==> src/hw/bmd_csr_pkg.sv <==
/*
 * Shared definitions of the DMA endpoint CSR block
 *  - Register word map and general-purpose bank range
 *  - Identification fields of register 0
 *  - Descriptor, control and command layouts
 *  - Register word union and general-purpose bank type
 */
package bmd_csr_pkg;

   // ----------------------------------------
   // Register map
   // ----------------------------------------
   localparam int CSR_ADDR_W = 7;
   typedef logic [CSR_ADDR_W-1:0] csr_addr_t;

   localparam csr_addr_t REG_ID_CTRL   = 7'd0;
   localparam csr_addr_t REG_DMA_CTRL  = 7'd1;
   localparam csr_addr_t REG_MWR_ADDR  = 7'd2;
   localparam csr_addr_t REG_MWR_DESC  = 7'd3;
   localparam csr_addr_t REG_MWR_COUNT = 7'd4;
   localparam csr_addr_t REG_MWR_DATA  = 7'd5;
   localparam csr_addr_t REG_CPLD_DATA = 7'd6;
   localparam csr_addr_t REG_MRD_ADDR  = 7'd7;
   localparam csr_addr_t REG_MRD_DESC  = 7'd8;
   localparam csr_addr_t REG_MRD_COUNT = 7'd9;
   localparam csr_addr_t REG_MWR_PERF  = 7'd10;
   localparam csr_addr_t REG_MRD_PERF  = 7'd11;
   localparam csr_addr_t REG_CPLD_SIZE = 7'd14;
   localparam csr_addr_t GP_BASE       = 7'd25;  // First general-purpose word

   localparam int GP_COUNT = 4;
   localparam int GP_IDX_W = $clog2(GP_COUNT);

   // Identification word fields
   localparam logic [7:0] FPGA_FAMILY    = 8'h14;
   localparam logic [3:0] INTERFACE_TYPE = 4'h1;
   localparam logic [7:0] VERSION_NUMBER = 8'h16;

   localparam int CPLD_SIZE_W = 21;  // Completion size compare width

   // ----------------------------------------
   // Register layouts
   // ----------------------------------------
   typedef struct packed {
      logic [7:0]  up_addr;         // Upper address bits for 64-bit TLPs
      logic [1:0]  rsvd;
      logic        zerolen_en;
      logic        phant_func_dis;
      logic        en_64b;
      logic [2:0]  tlp_tc;
      logic [15:0] len;             // Length in dwords
   } dma_desc_t;

   // One engine's byte of the control register
   typedef struct packed {
      logic       int_dis;
      logic       nosnoop;
      logic       relaxed_order;
      logic [3:0] rsvd;
      logic       start;
   } dma_eng_bits_t;

   typedef struct packed {
      logic [6:0]    rsvd_hi;
      logic          rd_done;
      dma_eng_bits_t rd;
      logic [6:0]    rsvd_mid;
      logic          wr_done;
      dma_eng_bits_t wr;
   } dma_ctrl_t;

   typedef union packed {
      logic [31:0] raw;
      dma_desc_t   desc;
      dma_ctrl_t   ctrl;
   } csr_word_u;

   typedef struct packed {
      logic        start;
      logic        int_dis;
      logic        relaxed_order;
      logic        nosnoop;
      logic [31:0] addr;
      dma_desc_t   desc;
      logic [15:0] count;
   } dma_cmd_t;

   typedef logic [GP_COUNT-1:0][31:0] gp_bank_t;

endpackage

==> src/hw/csr_regfile.sv <==
/*
 * DMA control and status register file
 *  - Write decode of registers 0 to 9
 *  - Registered read multiplexer, merged with the bank read word
 *  - Combined initiator reset and start-bit hold
 */
`timescale 1ns/100ps

module csr_regfile (
   input  logic                    clk,
   input  logic                    init_rst_i,
   input  bmd_csr_pkg::csr_addr_t  a_i,
   input  logic                    wr_en_i,
   input  bmd_csr_pkg::csr_word_u  wr_d_i,
   input  logic                    mwr_done_i,
   input  logic                    mrd_done_i,
   input  logic [31:0]             mwr_perf_i,
   input  logic [31:0]             mrd_perf_i,
   input  logic [31:0]             cpld_data_size_i,
   input  logic [31:0]             gp_rd_d_i,
   output bmd_csr_pkg::csr_word_u  rd_d_o,
   output logic                    init_rst_o,
   output bmd_csr_pkg::dma_cmd_t   mwr_cmd_o,
   output bmd_csr_pkg::dma_cmd_t   mrd_cmd_o,
   output logic [31:0]             mwr_data_o,
   output logic [31:0]             cpld_data_o
);

   logic                   sw_rst_q;    // Software initiator reset, reg 0 bit 0
   logic                   start_hold;
   bmd_csr_pkg::dma_ctrl_t ctrl_rd;
   bmd_csr_pkg::csr_word_u rd_q;

   // Keeps the implemented descriptor fields
   function automatic bmd_csr_pkg::dma_desc_t keep_desc(
      input bmd_csr_pkg::dma_desc_t d,
      input logic                   keep_zerolen
   );
      bmd_csr_pkg::dma_desc_t k;
      k            = d;
      k.rsvd       = 2'b00;
      k.zerolen_en = d.zerolen_en & keep_zerolen;
      return k;
   endfunction

   // ----------------------------------------
   // Initiator reset
   // ----------------------------------------
   always_ff @(posedge clk) begin
      init_rst_o <= init_rst_i | sw_rst_q;
   end

   assign start_hold = sw_rst_q | init_rst_o;

   // ----------------------------------------
   // Write decode
   // ----------------------------------------
   always_ff @(posedge clk) begin
      if (init_rst_i) begin
         sw_rst_q    <= 1'b0;
         mwr_cmd_o   <= '0;
         mrd_cmd_o   <= '0;
         mwr_data_o  <= '0;
         cpld_data_o <= '0;
      end else begin
         if (wr_en_i) begin
            case (a_i)
               bmd_csr_pkg::REG_ID_CTRL: sw_rst_q <= wr_d_i.raw[0];
               bmd_csr_pkg::REG_DMA_CTRL: begin
                  mwr_cmd_o.start         <= wr_d_i.ctrl.wr.start;
                  mwr_cmd_o.relaxed_order <= wr_d_i.ctrl.wr.relaxed_order;
                  mwr_cmd_o.nosnoop       <= wr_d_i.ctrl.wr.nosnoop;
                  mwr_cmd_o.int_dis       <= wr_d_i.ctrl.wr.int_dis;
                  mrd_cmd_o.start         <= wr_d_i.ctrl.rd.start;
                  mrd_cmd_o.relaxed_order <= wr_d_i.ctrl.rd.relaxed_order;
                  mrd_cmd_o.nosnoop       <= wr_d_i.ctrl.rd.nosnoop;
                  mrd_cmd_o.int_dis       <= wr_d_i.ctrl.rd.int_dis;
               end
               bmd_csr_pkg::REG_MWR_ADDR:  mwr_cmd_o.addr  <= wr_d_i.raw;
               bmd_csr_pkg::REG_MWR_DESC:  mwr_cmd_o.desc  <= keep_desc(wr_d_i.desc, 1'b1);
               bmd_csr_pkg::REG_MWR_COUNT: mwr_cmd_o.count <= wr_d_i.raw[15:0];
               bmd_csr_pkg::REG_MWR_DATA:  mwr_data_o      <= wr_d_i.raw;
               bmd_csr_pkg::REG_CPLD_DATA: cpld_data_o     <= wr_d_i.raw;
               bmd_csr_pkg::REG_MRD_ADDR:  mrd_cmd_o.addr  <= wr_d_i.raw;
               bmd_csr_pkg::REG_MRD_DESC:  mrd_cmd_o.desc  <= keep_desc(wr_d_i.desc, 1'b0);
               bmd_csr_pkg::REG_MRD_COUNT: mrd_cmd_o.count <= wr_d_i.raw[15:0];
               default: ;
            endcase
         end

         // Engines stay idle during initiator reset, overriding a start write
         if (start_hold) begin
            mwr_cmd_o.start <= 1'b0;
            mrd_cmd_o.start <= 1'b0;
         end
      end
   end

   // ----------------------------------------
   // Read path
   // ----------------------------------------
   always_comb begin
      ctrl_rd                  = '0;
      ctrl_rd.wr.start         = mwr_cmd_o.start;
      ctrl_rd.wr.relaxed_order = mwr_cmd_o.relaxed_order;
      ctrl_rd.wr.nosnoop       = mwr_cmd_o.nosnoop;
      ctrl_rd.wr.int_dis       = mwr_cmd_o.int_dis;
      ctrl_rd.wr_done          = mwr_done_i;
      ctrl_rd.rd.start         = mrd_cmd_o.start;
      ctrl_rd.rd.relaxed_order = mrd_cmd_o.relaxed_order;
      ctrl_rd.rd.nosnoop       = mrd_cmd_o.nosnoop;
      ctrl_rd.rd.int_dis       = mrd_cmd_o.int_dis;
      ctrl_rd.rd_done          = mrd_done_i;
   end

   always_ff @(posedge clk) begin
      case (a_i)
         bmd_csr_pkg::REG_ID_CTRL: begin
            rd_q.raw <= {bmd_csr_pkg::FPGA_FAMILY, 4'h0, bmd_csr_pkg::INTERFACE_TYPE,
                         bmd_csr_pkg::VERSION_NUMBER, 7'h00, sw_rst_q};
         end
         bmd_csr_pkg::REG_DMA_CTRL:  rd_q.ctrl <= ctrl_rd;
         bmd_csr_pkg::REG_MWR_ADDR:  rd_q.raw  <= mwr_cmd_o.addr;
         bmd_csr_pkg::REG_MWR_DESC:  rd_q.desc <= mwr_cmd_o.desc;
         bmd_csr_pkg::REG_MWR_COUNT: rd_q.raw  <= {16'h0000, mwr_cmd_o.count};
         bmd_csr_pkg::REG_MWR_DATA:  rd_q.raw  <= mwr_data_o;
         bmd_csr_pkg::REG_CPLD_DATA: rd_q.raw  <= cpld_data_o;
         bmd_csr_pkg::REG_MRD_ADDR:  rd_q.raw  <= mrd_cmd_o.addr;
         bmd_csr_pkg::REG_MRD_DESC:  rd_q.desc <= mrd_cmd_o.desc;
         bmd_csr_pkg::REG_MRD_COUNT: rd_q.raw  <= {16'h0000, mrd_cmd_o.count};
         bmd_csr_pkg::REG_MWR_PERF:  rd_q.raw  <= mwr_perf_i;
         bmd_csr_pkg::REG_MRD_PERF:  rd_q.raw  <= mrd_perf_i;
         bmd_csr_pkg::REG_CPLD_SIZE: rd_q.raw  <= cpld_data_size_i;
         default:                    rd_q.raw  <= '0;  // Includes the bank range
      endcase
   end

   // Bank word is zero outside its own range
   assign rd_d_o.raw = rd_q.raw | gp_rd_d_i;

endmodule

==> src/hw/gp_port_bank.sv <==
/*
 * General-purpose register bank
 *  - Downstream words written by the host
 *  - Registered upstream word read selection
 */
`timescale 1ns/100ps

module gp_port_bank (
   input  logic                    clk,
   input  logic                    init_rst_i,
   input  bmd_csr_pkg::csr_addr_t  a_i,
   input  logic                    wr_en_i,
   input  bmd_csr_pkg::csr_word_u  wr_d_i,
   input  bmd_csr_pkg::gp_bank_t   gp_up_i,
   output bmd_csr_pkg::gp_bank_t   gp_dn_o,
   output logic [31:0]             gp_rd_d_o
);

   logic [bmd_csr_pkg::CSR_ADDR_W-1:0] gp_off;   // Wraps high below GP_BASE
   logic [bmd_csr_pkg::GP_IDX_W-1:0]   gp_idx;
   logic                               in_range;

   assign gp_off   = a_i - bmd_csr_pkg::GP_BASE;
   assign gp_idx   = gp_off[bmd_csr_pkg::GP_IDX_W-1:0];
   assign in_range = (gp_off < bmd_csr_pkg::GP_COUNT);

   // Downstream words
   always_ff @(posedge clk) begin
      if (init_rst_i) begin
         gp_dn_o <= '0;
      end else if (wr_en_i && in_range) begin
         gp_dn_o[gp_idx] <= wr_d_i.raw;
      end
   end

   // Upstream read, zero outside the bank
   always_ff @(posedge clk) begin
      gp_rd_d_o <= in_range ? gp_up_i[gp_idx] : 32'h0;
   end

endmodule

==> src/hw/dma_monitor.sv <==
/*
 * DMA completion and performance monitor
 *  - Three-stage completion size check
 *  - Sticky memory-read done flag
 *  - Write and read performance counters
 */
`timescale 1ns/100ps

module dma_monitor (
   input  logic        clk,
   input  logic        init_rst_i,
   input  logic        mwr_start_i,
   input  logic        mrd_start_i,
   input  logic        mwr_done_i,
   input  logic [15:0] mrd_desc_len_i,
   input  logic [15:0] mrd_count_i,
   input  logic [31:0] cpld_data_size_i,
   output logic        mrd_done_o,
   output logic [31:0] mwr_perf_o,
   output logic [31:0] mrd_perf_o
);

   logic [31:0]                         size_prod;
   logic [bmd_csr_pkg::CPLD_SIZE_W-1:0] expect_size_q;
   logic [bmd_csr_pkg::CPLD_SIZE_W-1:0] cpld_size_q;
   logic                                size_match_q;
   logic [1:0]                          eng_busy;   // Write engine in bit 0
   logic [1:0][31:0]                    perf_q;

   // ----------------------------------------
   // Completion size check
   // ----------------------------------------
   assign size_prod = mrd_desc_len_i * mrd_count_i;

   always_ff @(posedge clk) begin
      expect_size_q <= size_prod[bmd_csr_pkg::CPLD_SIZE_W-1:0];         // Stage 1
      cpld_size_q   <= cpld_data_size_i[bmd_csr_pkg::CPLD_SIZE_W-1:0];
   end

   always_ff @(posedge clk) begin
      if (init_rst_i) begin
         size_match_q <= 1'b0;
         mrd_done_o   <= 1'b0;
      end else begin
         size_match_q <= (expect_size_q == cpld_size_q);                // Stage 2
         if (mrd_start_i && !mrd_done_o && size_match_q) begin          // Stage 3
            mrd_done_o <= 1'b1;
         end
      end
   end

   // ----------------------------------------
   // Performance counters
   // ----------------------------------------
   assign eng_busy[0] = mwr_start_i & ~mwr_done_i;
   assign eng_busy[1] = mrd_start_i & ~mrd_done_o;

   always_ff @(posedge clk) begin
      for (int i = 0; i < 2; i++) begin
         if (init_rst_i) begin
            perf_q[i] <= '0;
         end else if (eng_busy[i]) begin
            perf_q[i] <= perf_q[i] + 32'd1;
         end
      end
   end

   assign mwr_perf_o = perf_q[0];
   assign mrd_perf_o = perf_q[1];

endmodule

==> src/hw/bmd_csr_top.sv <==
/*
 * Top level of the DMA endpoint CSR block
 *  - Register file with initiator reset
 *  - General-purpose register bank
 *  - Completion check and performance monitor
 */
`timescale 1ns/100ps

module bmd_csr_top (
   input  logic                    clk,
   input  logic                    init_rst_i,
   input  bmd_csr_pkg::csr_addr_t  a_i,
   input  logic                    wr_en_i,
   input  bmd_csr_pkg::csr_word_u  wr_d_i,
   output bmd_csr_pkg::csr_word_u  rd_d_o,
   output logic                    init_rst_o,
   output bmd_csr_pkg::dma_cmd_t   mwr_cmd_o,
   output bmd_csr_pkg::dma_cmd_t   mrd_cmd_o,
   output logic [31:0]             mwr_data_o,
   output logic [31:0]             cpld_data_o,
   input  logic                    mwr_done_i,
   output logic                    mrd_done_o,
   input  logic [31:0]             cpld_data_size_i,
   input  bmd_csr_pkg::gp_bank_t   gp_up_i,
   output bmd_csr_pkg::gp_bank_t   gp_dn_o
);

   logic [31:0] mwr_perf;
   logic [31:0] mrd_perf;
   logic [31:0] gp_rd_d;     // Bank read word, ORed into rd_d_o

   csr_regfile u_regfile (
      .clk              (clk),
      .init_rst_i       (init_rst_i),
      .a_i              (a_i),
      .wr_en_i          (wr_en_i),
      .wr_d_i           (wr_d_i),
      .mwr_done_i       (mwr_done_i),
      .mrd_done_i       (mrd_done_o),
      .mwr_perf_i       (mwr_perf),
      .mrd_perf_i       (mrd_perf),
      .cpld_data_size_i (cpld_data_size_i),
      .gp_rd_d_i        (gp_rd_d),
      .rd_d_o           (rd_d_o),
      .init_rst_o       (init_rst_o),
      .mwr_cmd_o        (mwr_cmd_o),
      .mrd_cmd_o        (mrd_cmd_o),
      .mwr_data_o       (mwr_data_o),
      .cpld_data_o      (cpld_data_o)
   );

   gp_port_bank u_gp_bank (
      .clk        (clk),
      .init_rst_i (init_rst_i),
      .a_i        (a_i),
      .wr_en_i    (wr_en_i),
      .wr_d_i     (wr_d_i),
      .gp_up_i    (gp_up_i),
      .gp_dn_o    (gp_dn_o),
      .gp_rd_d_o  (gp_rd_d)
   );

   // Monitor runs off the combined initiator reset
   dma_monitor u_monitor (
      .clk              (clk),
      .init_rst_i       (init_rst_o),
      .mwr_start_i      (mwr_cmd_o.start),
      .mrd_start_i      (mrd_cmd_o.start),
      .mwr_done_i       (mwr_done_i),
      .mrd_desc_len_i   (mrd_cmd_o.desc.len),
      .mrd_count_i      (mrd_cmd_o.count),
      .cpld_data_size_i (cpld_data_size_i),
      .mrd_done_o       (mrd_done_o),
      .mwr_perf_o       (mwr_perf),
      .mrd_perf_o       (mrd_perf)
   );

endmodule

==> config.mk <==
export PLATFORM = sky130hd
export DESIGN_NAME = bmd_csr_top
export DESIGN_NICKNAME = d
export VERILOG_FILES = /design/src/hw/bmd_csr_pkg.sv /design/src/hw/csr_regfile.sv /design/src/hw/gp_port_bank.sv /design/src/hw/dma_monitor.sv /design/src/hw/bmd_csr_top.sv
export SDC_FILE = /design/constraint.sdc
export NUM_CORES = 2
export LEC_CHECK = 0
export BUFFER_PORTS_ARGS = -buffer_cell sky130_fd_sc_hd__buf_2
export CORE_MARGIN = 2
export CORE_UTILIZATION = 50
export DETAILED_ROUTE_END_ITERATION = 8
export PLACE_DENSITY = 0.75
export SYNTH_ARGS = -nofsm -noshare
export SYNTH_HDL_FRONTEND = slang
export SYNTH_SLANG_ARGS = --single-unit
==> constraint.sdc <==
create_clock -name clk -period 6.6 [get_ports clk]
set_input_delay 0.33 -clock clk [delete_from_list [all_inputs] [get_ports clk]]
set_output_delay 0.33 -clock clk [all_outputs]
set_load 0.05 [all_outputs]
# Yosys cells after proc, flatten, opt, wreduce, memory -nomap -nowiden
# Cells that the tools add are included.
[totals]
inputBits = 203
regBits = 529
word_cells = 89
[op_classes]
eq_ne = 13
addsub = 3
n_lt_le_gt_ge = 3
bitwise = 7
multipliers = 1
muxes = 6
n_reduce_logical = 17
[ops]
columns = ["cell", "n"]
rows = [
  ["32-bit case mux with 13 select lines", 1],
  ["128-bit bitwise mux", 1],
  ["32-bit by 1-bit adder with 32-bit output (second input constant)", 2],
  ["32-bit binary-select mux with 2-bit select", 1],
  ["32-bit demux with 2-bit select", 1],
  ["32-bit two-way mux", 2],
  ["7-bit by 4-bit == test with 1-bit output (second input constant)", 5],
  ["32-bit OR", 1],
  ["7-bit by 3-bit == test with 1-bit output (second input constant)", 4],
  ["21-bit == test", 1],
  ["16-bit by 16-bit multiplier with 21-bit output", 1],
  ["2-bit AND reduction", 10],
  ["7-bit by 2-bit == test with 1-bit output (second input constant)", 2],
  ["7-bit by 1-bit == test with 1-bit output (second input constant)", 1],
  ["7-bit zero test", 1],
  ["7-bit by 3-bit < comparator with 1-bit output (second input constant)", 1],
  ["7-bit by 5-bit subtractor with 7-bit output (second input constant)", 1],
  ["1-bit logical AND", 4],
  ["2-bit by 3-bit < comparator with 1-bit output (second input constant)", 1],
  ["1-bit bitwise AND", 2],
  ["2-bit by 1-bit >= comparator with 1-bit output (second input constant)", 1],
  ["1-bit NOT", 2],
  ["1-bit OR", 2],
  ["2-bit OR reduction", 1],
  ["1-bit zero test", 1],
]

# Longest topological paths before layout
[logic_depth]
word_depth = 6
mapped_depth = 23

# By module
# A second synthesis with hierarchy kept.
[hier_totals]
hier_cells = 3156
hier_area_um2 = 28802.6
[modules_own_cells]
columns = ["mod", "area_each_um2", "cells_each", "seq_area_each_um2", "instances"]
rows = [
  ["csr_regfile", 11965.2, 1492, 5225.0, 1],
  ["dma_monitor", 9833.2, 1086, 2162.1, 1],
  ["gp_port_bank", 7004.2, 578, 3203.1, 1],
]

# Worst setup path after synthesis
# OpenSTA, ideal clock, no wires.
[synth_path]
path_kind = "reg2reg"
startpoint = "reg, netlist name u_regfile.mrd_cmd_o[1]"
endpoint = "reg u_monitor.expect_size_q[19] (netlist bit)"
stages_incl_launch_ff = 22
setup_slack_ns = 0.682
setup_ns = 0.118
t_arrival_ns = 5.800
synth_period_minus_slack_ns = 5.918
t_required_ns = 6.482
cell_sequence = "dfxtp_1 clkbuf_1 clkbuf_1 nand2_1 fa_1 fa_1 fa_1 inv_1 fa_1 fa_1 inv_1 fa_1 inv_1 ha_1 clkbuf_1 o21a_1 o21ai_0 or2_2 o22a_1 a31oi_1 nor2_1 xnor2_1"
[synth_between]
elab_chain_cells = 1
[synth_rtl]
columns = ["item", "line", "rtl"]
rows = [
  ["16-bit by 16-bit multiplier with 21-bit output", "dma_monitor.sv:33", "assign size_prod = mrd_desc_len_i * mrd_count_i;"],
  ["net u_monitor.size_prod[19]", "dma_monitor.sv:23", "logic [31:0] size_prod;"],
  ["end signal, assigned", "dma_monitor.sv:36", "expect_size_q <= size_prod[bmd_csr_pkg::CPLD_SIZE_W-1:0];"],
  ["end, declared", "dma_monitor.sv:24", "logic [bmd_csr_pkg::CPLD_SIZE_W-1:0] expect_size_q;"],
]
# The timed path passes the listed nets, and every way through them passes these cells.
# A chain may end at the register's enable or synchronous reset.

# Final worst setup path
[layout_path]
startpoint = "reg, netlist name u_regfile.mrd_cmd_o[18]"
endpoint = "reg u_monitor.expect_size_q[20] (netlist bit)"
[layout_between]
elab_chain_cells = 1
[layout_rtl]
columns = ["item", "line"]
rows = [
  ["16-bit by 16-bit multiplier with 21-bit output", "dma_monitor.sv:33"],
  ["net u_monitor.size_prod[20]", "dma_monitor.sv:23"],
]
# The timed path passes the listed nets, and every way through them passes these cells.

==> impl_results.md <==
* Detailed Route Iter0 Violations at 3,129
* EDFF count, synth at 0
* Die ar. at 0.0556 mm2
* Post-CTS Setup Inserts at 0
* Setup_tns at 0 ns
* P_int at 4.98 mW
* Slew Limit Fails at 0
* Clock share of power at 45.5%
* Routability cong. at 1.01
* Synthesized area at 0.0269 mm2
* Syn Area/Cell at 8.49 um2
* Crit-path max FO at 19
* Largest net degree at the start of global routing at 170
* Drt drc at 0
* Ys async rst share at 0%
* Setup Crit Path Kind: reg -> reg
* Top Ports at 597
* Transition time of the tightest slew-check pin at 1.07 ns
* Cell variety after synth at 55
* Port bufs at 591
* Hold-fix buffers at CTS at 30
* Fin crit period at 5.95 ns
* Yosys reg bits at 529
* Endpoints failing hold at 0
* Footprint of the multi-input gates at 0.0145 mm2
* CP startpoint kind: register
* Worst setup margin at 0.650 ns
* Die X at 236 um
* Die H at 236 um
* Share of the yosys chip area belonging to registers at 39.4%
* Clk sinks at 529
* Number of core rows at 84
* Vias in the first global route at 25.0k
* F_max at 168 MHz
* Core area at 0.0529 mm2
* DP HPWL at 77.5 mm
* Worst-path clk slew at 0.06 ns
* Initial antenna violation count at 7
* Crit path arrival time at 6.44 ns
* Latest clock arrival within the worst-skew pair at 0.64 ns
* Tcrit/Tclk final at 90.2%
* Final Routed Wirelength at 108 mm
* CP endpoint kind: register
* Hold Path Class: in -> reg
* Comb pwr share at 5.6%
* Post-Synthesis Cells at 3,161
* Post-DR wirelength/cell at 24.8 um
* GR Util All Layers at 38.1%
* Nets@finish at 4,048
* Sequential power share at 48.8%
* DR pass1 iterations at 6
* Ys flop type: dfxtp_1
* CTS H-tree depth at 2
* Vias at 25.7k
* Required time of the critical path at 7.09 ns
* Cell Count, Final, Fillers Out at 4,367
* Fraction of layout cells with a size suffix above 1 at 22.1%
* CTS tree: built
* Pwr/cell area at 206 mW/mm2
* Max_slew headroom at 28.9%
* Antenna Nets Post-Route at 0
* Post_cts resized at 0
* Area Growth Syn to Fin at 19.3%
* Placed Cells at 4,238
* Setup Skew at 0.0275 ns
* Unrepaired setup endpoints after global routing: false
* Clk buf depth at 3
* Maximum vdd drop at 0.000300 V
* Via/cell ratio at 5.88
* Clock Tree Root: clkbuf_16
* CTS Buf Count at 54
* Max_cap viols at 0
* Status: complete, no violations
* Total power at 6.60 mW
* Sw Pwr at 1.61 mW
* Global-route wire length before repair at 159 mm
* Fillers at 4,638
* Net Sw Frac at 24.5%
* Syn. warnings at 0
* # setup viols final at 0
* Pleak at 13.9 nW
* Post-Place Worst Slack at 0.764 ns
* Total grt overflow at 0
* Initial core utilization at 50.8%
* Sequential cell area at 0.0106 mm2
-- kinds of logic (layout without fill, tap and decap cells) --
| family | Yosys count | in the layout | synth area share, % |
|---|---|---|---|
| and+or+nand+nor | 1269 | 1269 | 20.7 |
| AOI/OAI and AO/OA | 561 | 561 | 12.8 |
| DFF | 529 | 529 | 39.4 |
| buffers and inverters | 443 | 952 | 6.84 |
| adders and majority gates | 209 | 209 | 13.7 |
| xor gates and xnor gates | 113 | 113 | 3.69 |
| muxes | 36 | 36 | 2.83 |
| other | 1 | 10 | 0.0140 |
-- sequential cells by signal, indices dropped and copies added (netlist names) --
name / flops
u_gp_bank.gp_dn_o: 128
u_gp_bank.gp_rd_d_o: 32
u_monitor.cpld_size_q: 21
u_monitor.expect_size_q: 21
u_monitor.mrd_done_o: 1
u_monitor.mrd_perf_o: 32
u_monitor.mwr_perf_o: 32
u_monitor.size_match_q: 1
u_regfile.cpld_data_o: 32
u_regfile.init_rst_o: 1
u_regfile.mrd_cmd_o: 81
u_regfile.mwr_cmd_o: 82
u_regfile.mwr_data_o: 32
u_regfile.rd_q: 32
u_regfile.sw_rst_q: 1
-- metal layers --
metal / wire [um] / up-vias / GRT usage (%)
li1: - / 11300 / -
met1: 39300 / 12300 / 46.8
met2: 48300 / 1780 / 60.2
met3: 13800 / 377 / 10.7
met4: 6890 / 4 / 21.5
met5: 25 / - / 0
-- per-stage QoR --
step | hold slack, ns | area, um2 | util (%)
2_1_floorplan | 0.358 | 26900 | -
3_3_place_gp | 0.438 | 30000 | 56.8
3_5_place_dp | 0.444 | 30000 | 56.8
4_1_cts | 0.0368 | 32000 | 60.6
5_1_grt | 0.0595 | 32000 | 60.6
6_report | 0.0564 | 32000 | 60.6
-- final cells by class --
type,count,share of cell area [%]
well taps,688,2.69
repair buffers,667,11.3
clock inverters,20,0.621
clock buffers,74,4.73
flip-flops and latches,529,33.1
multi-input cells,2193,45.3
inverters,191,2.24
diodes,5,0.0391
-- power by group through the flow --
stage,registers [mW],clock network (mW),logic [mW]
global placement,3.29,0,0.345
finish,3.22,3.01,0.371
CTS,3.22,3.01,0.363
detailed placement,3.29,0,0.348
floorplan,3.30,0,0.173
global route,3.22,3.15,0.383
-- synthesized netlist by cell type (all sizes together) (2+ instances only) --
cell / n / share of area, %
xor2: 69 / 2.3
a31oi: 4 / 0.093
fa: 142 / 11
a21o: 3 / 0.084
nand4: 20 / 0.49
clkbuf: 154 / 2.2
nand2: 854 / 12
nor3: 7 / 0.17
ha: 67 / 3.1
mux4: 32 / 2.7
nor2: 88 / 1.3
o21bai: 4 / 0.11
o21ai: 14 / 0.26
a21oi: 371 / 6.9
and3: 23 / 0.54
nor2b: 3 / 0.070
a222oi: 20 / 0.75
and2: 127 / 3.0
nor3b: 3 / 0.10
xnor2: 44 / 1.4
or2: 35 / 0.82
o21a: 2 / 0.056
a211oi: 7 / 0.21
nand3: 74 / 1.4
nor4: 10 / 0.28
or3: 5 / 0.12
a22o: 47 / 1.5
mux2i: 4 / 0.15
dfxtp: 529 / 39
buf: 98 / 2.0
inv: 191 / 2.7
a221oi: 46 / 1.5
nand3b: 4 / 0.11
and2b: 2 / 0.056
a22oi: 39 / 1.1
nand2b: 3 / 0.070
and4: 10 / 0.33
-- cells in the final DEF, fill, tap and decap left out, types with 54 or more instances in the layout --
cell and instances:
nand2_1 852, inv_1 191, nor2_1 77, clkbuf_16 54, a21oi_1 370, xor2_1 69
nand3_1 73, dfxtp_1 528, and2_1 126, ha_1 66, buf_2 590, fa_1 142
-- path summary, 6_finish.rpt --
check	startpoint	end	slack, ns	depth (start not counted)
setup / recovery	u_regfile.mrd_cmd_o[18]	u_monitor.expect_size_q[20]	0.65	15
hold / removal	cpld_data_size_i[28]	u_regfile.rd_q[28]	0.06	4
setup reg to reg	u_regfile.mrd_cmd_o[18]	u_monitor.expect_size_q[20]	0.65	15
hold reg to reg	u_gp_bank.gp_dn_o[113]	u_gp_bank.gp_dn_o[113]	0.45	2
-- worst max-delay path, cell delays in order (launching register included) --
cell      delay, ns
dfxtp_1        0.99
nand2_1        0.20
fa_1           0.55
fa_1           0.50
inv_1          0.05
fa_1           0.52
fa_1           0.45
fa_1           0.49
inv_1          0.05
fa_1           0.47
inv_1          0.05
ha_1           0.31
o21ai_0        0.42
a31oi_1        0.18
a221oi_1       0.44
xnor2_1        0.14
Note: power is estimated with default switching activity, not from simulation.
